<file path="config.mk">
export PLATFORM = sky130hd
export DESIGN_NAME = cdbus_rx_top
export DESIGN_NICKNAME = d
export VERILOG_FILES = /design/src/design/cdbus_pkg.sv /design/src/design/rx_byte_if.sv /design/src/design/cdbus_rx_top.sv /design/src/design/rx_byte_fifo.sv /design/src/design/rx_des.sv /design/src/design/rx_frame.sv /design/src/design/serial_crc.sv
export VERILOG_INCLUDE_DIRS = /design/src /design/src/include
export SDC_FILE = /design/constraint.sdc
export NUM_CORES = 1
export LEC_CHECK = 0
export BUFFER_PORTS_ARGS = -buffer_cell sky130_fd_sc_hd__buf_2
export CAP_MARGIN = 40
export CORE_MARGIN = 3
export CORE_UTILIZATION = 25
export CTS_BUF_LIST = sky130_fd_sc_hd__clkbuf_4 sky130_fd_sc_hd__clkbuf_8
export DETAILED_ROUTE_END_ITERATION = 10
export SLEW_MARGIN = 20
export SYNTH_ARGS = -nofsm -noshare
export SYNTH_HDL_FRONTEND = slang
export SYNTH_HIERARCHICAL = 1
export SYNTH_SLANG_ARGS = --single-unit
</file>
<file path="constraint.sdc">
create_clock -name clk -period 11.92 [get_ports clk]
set_input_delay 0 -clock clk [delete_from_list [all_inputs] [get_ports clk]]
set_output_delay 0 -clock clk [all_outputs]
set_load 0.02 [all_outputs]
</file>
<file path="src/include/cdbus_defines.svh">
// cdbus receive path constants
// crc start value and polynomial, fifo depth, payload limit
`ifndef CDBUS_DEFINES_SVH
`define CDBUS_DEFINES_SVH

// crc-16 in the reflected modbus form, no final xor
`define CDBUS_CRC_INIT    16'hffff
`define CDBUS_CRC_POLY    16'ha001

`define CDBUS_FIFO_DEPTH  16        // power of two, pointers wrap
`define CDBUS_MAX_LEN     253       // largest payload length byte

`endif

</file>
<file path="src/design/cdbus_pkg.sv">
// cdbus receive types
// deserializer and frame checker states, crc-16 single bit step
`default_nettype none

`include "cdbus_defines.svh"

package cdbus_pkg;

    typedef enum logic [2:0] {
        WAIT     = 3'b001,
        BUS_IDLE = 3'b010,
        DATA     = 3'b100
    } rx_state_t;

    typedef enum logic [2:0] {HDR_SRC, HDR_DST, HDR_LEN, PAYLOAD, CRC_LO, CRC_HI} frame_state_t;

    // lsb first, one data bit per call
    function automatic logic [15:0] crc16_bit(input logic [15:0] crc, input logic din);
        logic [15:0] nxt;
        nxt = {1'b0, crc[15:1]};
        if (crc[0] ^ din)
            nxt = nxt ^ `CDBUS_CRC_POLY;
        return nxt;
    endfunction

endpackage

`default_nettype wire

</file>
<file path="src/design/rx_byte_if.sv">
// received byte stream between deserializer, fifo and frame checker
`timescale 1ns/1ps
`default_nettype none

interface rx_byte_if;
    logic [7:0]  data;
    logic        strobe;    // one cycle, no back-pressure
    logic        first;     // opening byte after bus idle
    logic [15:0] crc;       // residue including this byte

    modport producer (output data, output strobe, output first, output crc);
    modport consumer (input data, input strobe, input first, input crc);

endinterface

`default_nettype wire

</file>
<file path="src/design/cdbus_rx_top.sv">
// cdbus_rx_top: receive path top level
// deserializer into byte fifo into frame checker
`timescale 1ns/1ps
`default_nettype none

module cdbus_rx_top (
    input  logic        clk,
    input  logic        reset_n,
    input  logic        rx,
    input  logic [15:0] div_ls,
    input  logic [15:0] div_hs,
    input  logic [7:0]  idle_wait_len,
    input  logic [7:0]  tx_wait_len,
    input  logic        force_wait_idle,
    output logic        bus_idle,
    output logic        tx_permit,
    output logic [7:0]  payload_data,
    output logic        payload_valid,
    output logic        frame_ok,
    output logic        frame_err,
    output logic [7:0]  frame_src,
    output logic [7:0]  frame_dst,
    output logic [7:0]  frame_len,
    output logic        fifo_overflow
);

    rx_byte_if des_if ();   // deserializer to fifo
    rx_byte_if frm_if ();   // fifo to frame checker

    rx_des rx_des_inst (
        .clk             (clk),
        .reset_n         (reset_n),
        .div_ls          (div_ls),
        .div_hs          (div_hs),
        .idle_wait_len   (idle_wait_len),
        .tx_wait_len     (tx_wait_len),
        .force_wait_idle (force_wait_idle),
        .rx              (rx),
        .bus_idle        (bus_idle),
        .tx_permit       (tx_permit),
        .byte_out        (des_if.producer)
    );

    rx_byte_fifo rx_byte_fifo_inst (
        .clk      (clk),
        .reset_n  (reset_n),
        .wr       (des_if.consumer),
        .rd       (frm_if.producer),
        .overflow (fifo_overflow)
    );

    rx_frame rx_frame_inst (
        .clk           (clk),
        .reset_n       (reset_n),
        .byte_in       (frm_if.consumer),
        .payload_data  (payload_data),
        .payload_valid (payload_valid),
        .frame_ok      (frame_ok),
        .frame_err     (frame_err),
        .frame_src     (frame_src),
        .frame_dst     (frame_dst),
        .frame_len     (frame_len)
    );

endmodule

`default_nettype wire

</file>
<file path="src/design/rx_byte_fifo.sv">
// rx_byte_fifo: rate buffer for received bytes
// pops every non-empty cycle, sticky overflow on a write into a full buffer
`timescale 1ns/1ps
`default_nettype none

`include "cdbus_defines.svh"

module rx_byte_fifo (
    input  logic        clk,
    input  logic        reset_n,
    rx_byte_if.consumer wr,
    rx_byte_if.producer rd,
    output logic        overflow
);

    localparam int AW = $clog2(`CDBUS_FIFO_DEPTH);

    logic [24:0]   mem [`CDBUS_FIFO_DEPTH];    // {first, crc, data}
    logic [AW-1:0] wr_ptr;
    logic [AW-1:0] rd_ptr;
    logic [AW:0]   count;
    logic          full;
    logic          push;
    logic          pop;

    assign full = (count == (AW + 1)'(`CDBUS_FIFO_DEPTH));
    assign push = wr.strobe && !full;
    assign pop  = (count != '0);

    always_ff @(posedge clk) begin
        if (push)
            mem[wr_ptr] <= {wr.first, wr.crc, wr.data};
    end

    always_ff @(posedge clk or negedge reset_n) begin
        if (!reset_n) begin
            wr_ptr   <= '0;
            rd_ptr   <= '0;
            count    <= '0;
            overflow <= 1'b0;
        end else begin
            if (push)
                wr_ptr <= wr_ptr + 1'b1;
            if (pop)
                rd_ptr <= rd_ptr + 1'b1;
            count <= count + {{AW{1'b0}}, push} - {{AW{1'b0}}, pop};
            if (wr.strobe && full)
                overflow <= 1'b1;       // held until reset
        end
    end

    // head entry goes out in the same cycle it is popped
    assign rd.strobe = pop;
    assign {rd.first, rd.crc, rd.data} = mem[rd_ptr];

endmodule

`default_nettype wire

</file>
<file path="src/design/rx_des.sv">
// rx_des: serial bus deserializer
// bus state fsm, two-rate bit divider, byte sampler with running crc,
// idle and transmit-permit counters
`timescale 1ns/1ps
`default_nettype none

module rx_des
    import cdbus_pkg::*;
(
    input  logic        clk,
    input  logic        reset_n,
    input  logic [15:0] div_ls,           // first byte rate
    input  logic [15:0] div_hs,           // rate for the rest of the frame
    input  logic [7:0]  idle_wait_len,
    input  logic [7:0]  tx_wait_len,
    input  logic        force_wait_idle,
    input  logic        rx,               // already synchronized
    output logic        bus_idle,
    output logic        tx_permit,
    rx_byte_if.producer byte_out
);

    rx_state_t   state;
    logic        allow_data;      // next start bit may follow without idle
    logic        is_first_byte;
    logic        hs_flag;
    logic        byte_end;
    logic [15:0] div_cur;
    logic [15:0] div_cnt;
    logic        bit_inc;
    logic        bit_mid;
    logic        bit_err;
    logic [7:0]  idle_cnt;
    logic [7:0]  tx_wait_cnt;
    logic        tx_permit_r;
    logic        rx_d1;
    logic        rx_d2;
    logic [3:0]  bit_cnt;         // 0 start, 1..8 data, 9 stop
    logic [7:0]  data_r;
    logic        strobe_r;
    logic        crc_clk;
    logic [15:0] crc_val;

    assign bus_idle  = (state == BUS_IDLE);
    assign tx_permit = tx_permit_r & rx;
    assign div_cur   = hs_flag ? div_hs : div_ls;

    always_ff @(posedge clk or negedge reset_n) begin
        if (!reset_n) begin
            state      <= WAIT;
            allow_data <= 1'b0;
        end else begin
            case (state)
                WAIT: begin
                    if (!rx && allow_data)
                        state <= DATA;      // next byte of the same frame
                    else if (idle_cnt == idle_wait_len)
                        state <= BUS_IDLE;
                end
                BUS_IDLE: begin
                    if (!rx)
                        state <= DATA;
                end
                DATA: begin
                    if (strobe_r) begin
                        state      <= WAIT;
                        allow_data <= 1'b1;
                    end
                end
                default: state <= WAIT;
            endcase
            if (force_wait_idle || bit_err) begin
                state      <= WAIT;
                allow_data <= 1'b0;
            end
        end
    end

    always_ff @(posedge clk or negedge reset_n) begin
        if (!reset_n) begin
            div_cnt <= '0;
            bit_inc <= 1'b0;
            bit_mid <= 1'b0;
        end else begin
            bit_inc <= 1'b0;
            bit_mid <= 1'b0;
            if ((state != DATA && !rx) || bit_err) begin
                div_cnt <= '0;                  // realign on start edge
            end else if (div_cnt >= div_cur) begin
                div_cnt <= '0;
                bit_inc <= 1'b1;
            end else begin
                div_cnt <= div_cnt + 16'd1;
                if (div_cnt + 16'd1 == {1'b0, div_cur[15:1]})
                    bit_mid <= 1'b1;
            end
        end
    end

    always_ff @(posedge clk or negedge reset_n) begin
        if (!reset_n) begin
            idle_cnt    <= '0;
            tx_wait_cnt <= '0;
            tx_permit_r <= 1'b0;
        end else begin
            if (state != WAIT || !rx)
                idle_cnt <= '0;
            else if (bit_inc)
                idle_cnt <= idle_cnt + 8'd1;

            if (tx_wait_cnt == tx_wait_len)
                tx_permit_r <= 1'b1;
            if (state != BUS_IDLE) begin
                tx_wait_cnt <= '0;
                tx_permit_r <= 1'b0;
            end else if (bit_inc) begin
                tx_wait_cnt <= tx_wait_cnt + 8'd1;
            end
        end
    end

    // mid-bit sampling, strobe lands one cycle after the stop sample
    always_ff @(posedge clk or negedge reset_n) begin
        if (!reset_n) begin
            rx_d1    <= 1'b1;
            rx_d2    <= 1'b1;
            bit_cnt  <= '0;
            bit_err  <= 1'b0;
            strobe_r <= 1'b0;
            crc_clk  <= 1'b0;
        end else begin
            rx_d1    <= rx;
            rx_d2    <= rx_d1;
            bit_err  <= 1'b0;
            strobe_r <= 1'b0;
            crc_clk  <= 1'b0;
            if (state != DATA) begin
                bit_cnt <= '0;
            end else if (bit_mid) begin
                bit_cnt <= bit_cnt + 4'd1;
                if (bit_cnt == 4'd0) begin
                    bit_err <= rx_d1;           // start bit gone high
                end else if (bit_cnt == 4'd9) begin
                    bit_cnt  <= '0;
                    bit_err  <= !rx_d1;         // stop bit low
                    strobe_r <= rx_d1;
                end else begin
                    crc_clk <= 1'b1;
                end
            end
        end
    end

    always_ff @(posedge clk) begin
        if (state == DATA && bit_mid && bit_cnt != 4'd0 && bit_cnt != 4'd9)
            data_r <= {rx_d1, data_r[7:1]};     // lsb first
    end

    always_ff @(posedge clk or negedge reset_n) begin
        if (!reset_n) begin
            is_first_byte <= 1'b1;
            hs_flag       <= 1'b0;
            byte_end      <= 1'b1;
        end else begin
            if (state == DATA)
                byte_end <= 1'b0;
            if (strobe_r) begin
                is_first_byte <= 1'b0;
                byte_end      <= 1'b1;
            end
            if (state == BUS_IDLE || force_wait_idle || bit_err)
                is_first_byte <= 1'b1;

            // back to low rate once the stop bit has run out
            if (byte_end && bit_inc)
                hs_flag <= 1'b0;
            if (state == WAIT && allow_data && !rx && !is_first_byte)
                hs_flag <= 1'b1;
            if (bit_err || force_wait_idle)
                hs_flag <= 1'b0;
        end
    end

    // crc_clk trails the sample by one cycle, so rx_d2 holds that bit
    serial_crc rx_crc_inst (
        .clk      (clk),
        .reset_n  (reset_n),
        .clean    (state == BUS_IDLE),
        .data_clk (crc_clk),
        .data_in  (rx_d2),
        .crc_out  (crc_val)
    );

    assign byte_out.data   = data_r;
    assign byte_out.strobe = strobe_r;
    assign byte_out.first  = is_first_byte;
    assign byte_out.crc    = crc_val;

endmodule

`default_nettype wire

</file>
<file path="src/design/rx_frame.sv">
// rx_frame: frame field splitter and crc check
// latches header fields, passes payload, pulses ok or err per frame
`timescale 1ns/1ps
`default_nettype none

`include "cdbus_defines.svh"

module rx_frame
    import cdbus_pkg::*;
(
    input  logic        clk,
    input  logic        reset_n,
    rx_byte_if.consumer byte_in,
    output logic [7:0]  payload_data,
    output logic        payload_valid,
    output logic        frame_ok,
    output logic        frame_err,
    output logic [7:0]  frame_src,
    output logic [7:0]  frame_dst,
    output logic [7:0]  frame_len
);

    frame_state_t field;
    logic [7:0]   remain;         // payload bytes still to come

    always_ff @(posedge clk or negedge reset_n) begin
        if (!reset_n) begin
            field         <= HDR_SRC;
            remain        <= '0;
            payload_valid <= 1'b0;
            frame_ok      <= 1'b0;
            frame_err     <= 1'b0;
        end else begin
            payload_valid <= 1'b0;
            frame_ok      <= 1'b0;
            frame_err     <= 1'b0;
            if (byte_in.strobe) begin
                if (byte_in.first && field != HDR_SRC) begin
                    // new frame cut into the old one, this byte is its source
                    frame_err <= 1'b1;
                    field     <= HDR_DST;
                end else begin
                    case (field)
                        HDR_SRC: field <= HDR_DST;
                        HDR_DST: field <= HDR_LEN;
                        HDR_LEN: begin
                            remain <= byte_in.data;
                            if (byte_in.data > 8'(`CDBUS_MAX_LEN)) begin
                                frame_err <= 1'b1;
                                field     <= HDR_SRC;
                            end else if (byte_in.data == 8'd0) begin
                                field <= CRC_LO;
                            end else begin
                                field <= PAYLOAD;
                            end
                        end
                        PAYLOAD: begin
                            payload_valid <= 1'b1;
                            remain        <= remain - 8'd1;
                            if (remain == 8'd1)
                                field <= CRC_LO;
                        end
                        CRC_LO: field <= CRC_HI;
                        CRC_HI: begin
                            frame_ok  <= (byte_in.crc == 16'h0000);   // zero residue
                            frame_err <= (byte_in.crc != 16'h0000);
                            field     <= HDR_SRC;
                        end
                        default: field <= HDR_SRC;
                    endcase
                end
            end
        end
    end

    always_ff @(posedge clk) begin
        if (byte_in.strobe) begin
            payload_data <= byte_in.data;
            if (field == HDR_SRC || byte_in.first)
                frame_src <= byte_in.data;
            else if (field == HDR_DST)
                frame_dst <= byte_in.data;
            else if (field == HDR_LEN)
                frame_len <= byte_in.data;
        end
    end

endmodule

`default_nettype wire

</file>
<file path="src/design/serial_crc.sv">
// serial_crc: bit-serial crc-16 register
// cleared to the init value, advanced one bit per data_clk
`timescale 1ns/1ps
`default_nettype none

`include "cdbus_defines.svh"

module serial_crc
    import cdbus_pkg::*;
(
    input  logic        clk,
    input  logic        reset_n,
    input  logic        clean,      // hold at init
    input  logic        data_clk,
    input  logic        data_in,
    output logic [15:0] crc_out
);

    always_ff @(posedge clk or negedge reset_n) begin
        if (!reset_n)
            crc_out <= `CDBUS_CRC_INIT;
        else if (clean)
            crc_out <= `CDBUS_CRC_INIT;
        else if (data_clk)
            crc_out <= crc16_bit(crc_out, data_in);
    end

endmodule

`default_nettype wire

</file>
## Word level (Yosys, flattened, before mapping)

Memory sizes are Yosys's and may differ from the RTL's.
Index checks and enable logic that the tools add are counted.

- Bits in writable memories: 400
- Memories kept: 1
- Logic and storage cells: 187
- Register bits after elaboration: 135
- Input port bits: 52

Memories:

| memory | depth | width | read ports | clocked after Yosys merged registers in | wr ports | line | source |
|---|---|---|---|---|---|---|---|
| rx_byte_fifo_inst.mem | 16 | 25 | 1 | 0 | 1 | rx_byte_fifo.sv:18 | `` logic [24:0] mem [`CDBUS_FIFO_DEPTH]; `` |

- Equal/unequal tests: 22
- Muxes and demuxes: 67
- Order comparisons: 2
- Add/subtract/negate cells: 9
- Reductions and logical operators: 48
- Bitwise gates (word level): 6

Operator list:

| operator | count |
|---|---|
| $mux 16 | 6 |
| $mux 1 | 40 |
| $mux 8 | 4 |
| $mux 3 | 9 |
| $reduce_bool 2->1 | 10 |
| $add 16x1->16 const B | 1 |
| $add 8x1->8 const B | 2 |
| $eq 16x15->1 | 1 |
| $eq 8x8->1 | 2 |
| $ge 16x16->1 | 1 |
| $logic_not 16->1 | 1 |
| $mux 4 | 4 |
| $pmux 8 s2 | 1 |
| $reduce_bool 16->1 | 1 |
| $pmux 3 s5 | 1 |
| $add 4x1->4 const B | 3 |
| $logic_and 1x1->1 | 12 |
| $eq 3x2->1 const B | 3 |
| $eq 3x3->1 const B | 3 |
| $ne 3x2->1 const B | 3 |
| $pmux 3 s3 | 1 |
| $reduce_and 3->1 | 3 |
| $eq 8x1->1 const B | 1 |
| $gt 8x8->1 const B | 1 |
| 25 further kinds | 40 |

## Longest topological paths before layout

- Word-level depth: 6
- Depth in mapped cells: 15
- Mapped depth without buffers: 14

## Hierarchy

Netlist, hierarchy kept.

Modules (own cells, without submodules):

| module | cells each | instances | seq. area each (um^2) | area an instance (um^2) |
|---|---|---|---|---|
| rx_byte_fifo | 701 | 1 | 12,361.9 | 16,214.3 |
| rx_des | 354 | 1 | 1,522.7 | 3,574.7 |
| rx_frame | 137 | 1 | 1,311.3 | 1,906.8 |
| serial_crc | 57 | 1 | 420.4 | 703.2 |

## Least setup slack after synthesis

Ideal clock, no wire load.

- Kind: reg-to-reg
- Start: register rx_byte_fifo_inst.count[2]
- End: memory rx_byte_fifo_inst.mem[0][0] (enable)
- Slack: 7.936 ns
- Cell stages (with the launch flop): 8
- Buffers on the path: 1
- Data required time: 11.450 ns
- Arrival time: 3.513 ns
- Period minus slack after synthesis: 3.984 ns
- Setup time: 0.470 ns
- Path through: dfrtp_1 inv_1 ha_1 and4bb_1 nor2b_1 buf_2 inv_2 nor4_1

- Longest elaborated chain between the ends: 5

Ends and longest elaborated chain:

| item | line | source |
|---|---|---|
| start: declaration | rx_byte_fifo.sv:21 | `logic [AW:0] count;` |
| start signal: assignment | rx_byte_fifo.sv:46 | `count <= count + {{AW{1'b0}}, push} - {{AW{1'b0}}, pop};` |
| $eq 5x5->1 | rx_byte_fifo.sv:26 | `` assign full = (count == (AW + 1)'(`CDBUS_FIFO_DEPTH)); `` |
| $logic_not 1->1 | rx_byte_fifo.sv:27 | `assign push = wr.strobe && !full;` |
| $logic_and 1x1->1 | rx_byte_fifo.sv:27 |  |
| $mux 1 | rx_byte_fifo.sv:31 | `if (push)` |
| $mux 1 (implied by the code) | rx_byte_fifo.sv:32 | `mem[wr_ptr] <= {wr.first, wr.crc, wr.data};` |
| end: declaration | rx_byte_fifo.sv:18 |  |

Every way passes these cells.

## Worst setup path in the final report

- Start: register rx_des_inst.hs_flag
- End: register rx_des_inst.bit_mid

- Longest elaborated chain between the ends: 5
- Elaborated cells on any way between the ends: 6
- Those cells by class: order compare: 1; eq/ne: 1; mux: 4

Ends and longest elaborated chain:

| item | line | source |
|---|---|---|
| start: declaration | rx_des.sv:26 | `logic hs_flag;` |
| start signal: assignment | rx_des.sv:162 | `hs_flag <= 1'b0;` |
| start signal: assignment | rx_des.sv:176 | `hs_flag <= 1'b0;` |
| start signal: assignment | rx_des.sv:178 | `hs_flag <= 1'b1;` |
| $mux 16 (*) | rx_des.sv:46 | `assign div_cur = hs_flag ? div_hs : div_ls;` |
| branches (longest 2 deep; another with $ge 16x16->1) | n/a |  |
| $mux 1 (*) | rx_des.sv:89 | `end else if (div_cnt >= div_cur) begin` |
| $mux 1 (*) | rx_des.sv:87 | `if ((state != DATA && !rx) \|\| bit_err) begin` |
| end signal: assignment | rx_des.sv:83 | `bit_mid <= 1'b0;` |
| end signal: assignment | rx_des.sv:86 | `bit_mid <= 1'b0;` |
| end signal: assignment | rx_des.sv:95 | `bit_mid <= 1'b1;` |
| end: declaration | rx_des.sv:31 | `logic bit_mid;` |

Mark *: on every way between the ends.
A chain may end at the register's enable or synchronous reset.

==> summary.md <==
| Metric | Value |
|---|---|
| Buffers added on ports | `89` |
| Req. time, crit path | `12520 ps` |
| Post-DR wirelength/cell | `19.1 µm` |
| FFs w/ async S/R, synth | `17.8%` |
| Vias per cell | `4.56` |
| Sequential cell area fraction in the yosys report | `69.7%` |
| Worst slew slack as a fraction of its limit | `44.8%` |
| Most Frequent Cell on Critical Path | `nand2b_1` |
| Global-route wire length before repair | `77500 µm` |
| Peak Freq | `0.262 GHz` |
| TritonCTS buffer count | `83` |
| Instance area after placement | `24200 µm²` |
| Share of the synthesized area in the top cell type | `59.0%` |
| Total vias in the final route | `12100` |
| Synth Net Count | `1337` |
| TritonCTS clock tree | `yes` |
| I/O Pins | `90` |
| Die span in x | `305 µm` |
| Area of the die | `93200 µm²` |
| Post-Route WL | `50600 µm` |
| Insertion delay to the later sink of the worst-skew pair | `670 ps` |
| Clock Root Buffer | `clkbuf_8` |
| Cell-by-cell listing of the critical path | `buf_16 -> mux2_2 -> ha_1 -> nand2b_1 -> a2111oi_0 -> o21ai_1 -> a41oi_1 -> nand2b_1 -> nor4_2 -> dlygate4sd3_1` |
| Maximum cell stage delay along the critical path | `570 ps` |
| Vertical die dimension | `305 µm` |
| Number of distinct library cells after synthesis | `79` |
| Number of design-rule violations left by the first detailed-router iteration | `1027` |
| Shortest period the worst path allows | `3820 ps` |
| Fin Setup TNS | `0 ps` |
| Worst IR Drop VDD | `0.0000738 V` |
| Cell count after synthesis | `1249` |
| Mean post-synth cell area | `17.9 µm²` |
| Number of synthesized flops with an enable pin | `440` |
| Post-detailed-placement half-perimeter wirelength | `29400 µm` |
| Number of optimization iterations in the first detailed-route pass | `5` |
| Cell Pwr Density | `146 nW/µm²` |
| Clock sinks | `535` |
| Mapped Area | `22400 µm²` |
| Worst setup skew after layout | `41.0 ps` |
| Signal arrival time at the worst endpoint | `4420 ps` |
| Unrepaired setup endpoints after global routing | `false` |
| Final hold slack | `72.5 ps` |
| Number of buffer and inverter instances along the worst setup path | `2` |
| Max-cap violations | `0` |
| Cells taking the most area after synthesis | `edfxtp_1, dfrtp_1, mux4_1` |
| Sum of overflow across all layers after global routing | `0` |
| Cell row count | `109` |
| Slew at the pin closest to its max-slew limit | `824 ps` |
| Area grow syn2layout | `16.6%` |
| Initial core utilization | `25.3%` |
| Overall routing resource usage | `10.8%` |
| Number of warning messages in the yosys log | `6` |
| Remaining antenna violation count | `0` |
| Endpoint kind of the worst setup timing path | `register` |
| Via count of the first global-routing pass | `12600` |
| Clock-pin slew on the worst setup and hold paths | `70 ps` |
| Maximum net fanout on the critical path | `17` |
| Final Net Count | `1510` |
| Most used flip-flop cell after synthesis | `edfxtp_1` |
| Max Buffers Root-to-Sink | `3` |
| Path class of the lowest-slack min-delay path | `in2reg` |
| Setup Crit Path Kind | `reg2reg` |
| Post-synth top area cell | `edfxtp_1` |
| Max stage delay cell, worst path | `dlygate4sd3_1` |
| Count of final max-slew check failures | `0` |
| H-tree Lvls | `3` |
| Post-route fraction of the period consumed by the critical path | `32.0%` |
| Largest delay share family, worst path | `simple AND/OR/NAND/NOR gates` |
| Number of storage elements in the synthesis netlist | `535` |
| Initial antenna violation count | `0` |
| Inserted Diodes | `0` |
| Endpoints failing hold | `0` |
| Area of all placed cells without fillers | `26100 µm²` |
| Setup crit start kind | `register` |
| Count of endpoints failing setup in the final report | `0` |
| Fraction of final layout cells sized beyond drive strength 1 | `24.7%` |
| Post-route total power | `3820 µW` |
| Total leakage power | `0.00905 µW` |
| Final estimated routing congestion in global placement | `0.773` |
| DRC violations left | `0` |
| Maximum number of pins on one net before global-route repair | `44` |
| Placeable core region | `88600 µm²` |
| Outcome | `complete, no violations` |
==> power by group <==
group	total [µW]	internal (µW)	switching (µW)
Clock	1600	880	716
Sequential	2160	2090	63.8
Combinational	70.1	35.0	35.1
Total	3820	3010	815
==> layout make-up <==
cell class	count	area, µm²
fillers	8713	62500
flip-flops and latches	535	15600
multi-input cells	627	6200
clock buffers	122	1500
well taps	1165	1460
repair buffers	141	976
clock inverters	28	236
inverters	34	128
==> synthesized netlist by cell type (all sizes together) (4+ instances only) <==
cell type  number
o21a            4
edfxtp        440
and2           24
a31oi           6
mux4          100
a21oi          22
a21o            6
bufbuf          6
nor2           72
nor4           20
o21ai          16
nand3          15
mux2i          18
dfstp          21
clkbuf         16
nand3b          6
dfrtp          74
a22oi          51
nand2          51
buf            30
nor2b           5
xor2           26
nand4          15
nor3b           5
a211o          14
o22ai           5
inv            34
xnor2          45
nor3           15
nand2b          6
ha             35
==> kinds of logic after synthesis <==
group	synth area share (%)
AO/OA/AOI/OAI	4.78
XOR/XNOR	2.78
adder cells (fa/ha/maj)	2.04
buffers and inverters	2.82
flip-flops	69.7
multiplexers	11.8
AND/OR/NAND/NOR	6.06
==> placed cells by master (no fill, tap or decap), drive strengths merged, types with 4 or more instances in the layout <==
| cell | n |
|---|---|
| a211o | 14 |
| a22oi | 51 |
| nand2b | 6 |
| xor2 | 26 |
| a21o | 6 |
| nor2b | 5 |
| nor4 | 20 |
| clkbuf | 122 |
| nor3b | 5 |
| nand2 | 51 |
| and2 | 24 |
| clkinv | 20 |
| nor2 | 72 |
| nand3b | 6 |
| o21ai | 16 |
| mux4 | 100 |
| nand4 | 15 |
| dfrtp | 74 |
| dlygate4sd3 | 16 |
| nor3 | 15 |
| xnor2 | 45 |
| a21oi | 22 |
| o21a | 4 |
| ha | 35 |
| a31oi | 6 |
| edfxtp | 440 |
| mux2i | 18 |
| nand3 | 15 |
| buf | 125 |
| inv | 37 |
| dfstp | 21 |
| o22ai | 5 |
==> path summary, 6_finish.rpt <==
kind	start	end	slack, ps	cells past startpoint
max	rx_des_inst/hs_flag	rx_des_inst/bit_mid	8100	10
max in group asynchronous	reset_n	rx_des_inst/rx_crc_inst/crc_out[1]	10730	5
min reg2reg	rx_des_inst/rx_d1	rx_des_inst/rx_d2	400	0
max reg2reg	rx_des_inst/hs_flag	rx_des_inst/bit_mid	8100	10
min	rx	rx_des_inst/rx_d1	70	2
min in group asynchronous	reset_n	rx_des_inst/div_cnt[9]	490	4
==> per-layer routing <==
metal  vias to the layer above  wire length [µm]  GRT usage, %
met5                         -                 0             0
met4                         0               873          2.65
met3                        80              3430          2.49
met2                       403             24600          17.7
met1                      6283             21700          14.6
li1                       5333                 -             -
==> through the flow <==
step	utilization, %	std cells	setup WS, ps
finish	29.5	2652	8100
global route	29.5	2652	7880
CTS	29.5	2652	8060
detailed placement	27.3	2485	8180
global placement	27.1	2478	8040
floorplan	-	1249	7940
==> repair_timing <==
| action | 4_1_cts | 5_1_grt |
|---|---|---|
| endpoints found under the hold margin | 70 | 0 |
| buffers inserted | 0 | 0 |
| resized for setup | 0 | 0 |
| hold buffers | 17 | 0 |
==> registers in the layout, indices dropped and copies added (netlist names), 3 cells and up <==
| signal | count |
|---|---|
| rx_des_inst/byte_out.data | 8 |
| rx_des_inst/tx_wait_cnt | 8 |
| rx_des_inst/rx_crc_inst/crc_out | 16 |
| rx_frame_inst/remain | 8 |
| rx_frame_inst/frame_len | 8 |
| rx_des_inst/bit_cnt | 4 |
| rx_byte_fifo_inst/mem | 400 |
| rx_frame_inst/frame_dst | 8 |
| rx_frame_inst/payload_data | 8 |
| rx_byte_fifo_inst/rd_ptr | 4 |
| rx_frame_inst/field | 3 |
| rx_byte_fifo_inst/count | 5 |
| rx_des_inst/state | 3 |
| rx_des_inst/idle_cnt | 8 |
| rx_frame_inst/frame_src | 8 |
| rx_byte_fifo_inst/wr_ptr | 4 |
| rx_des_inst/div_cnt | 16 |
Note: power is estimated with default switching activity, not from simulation.
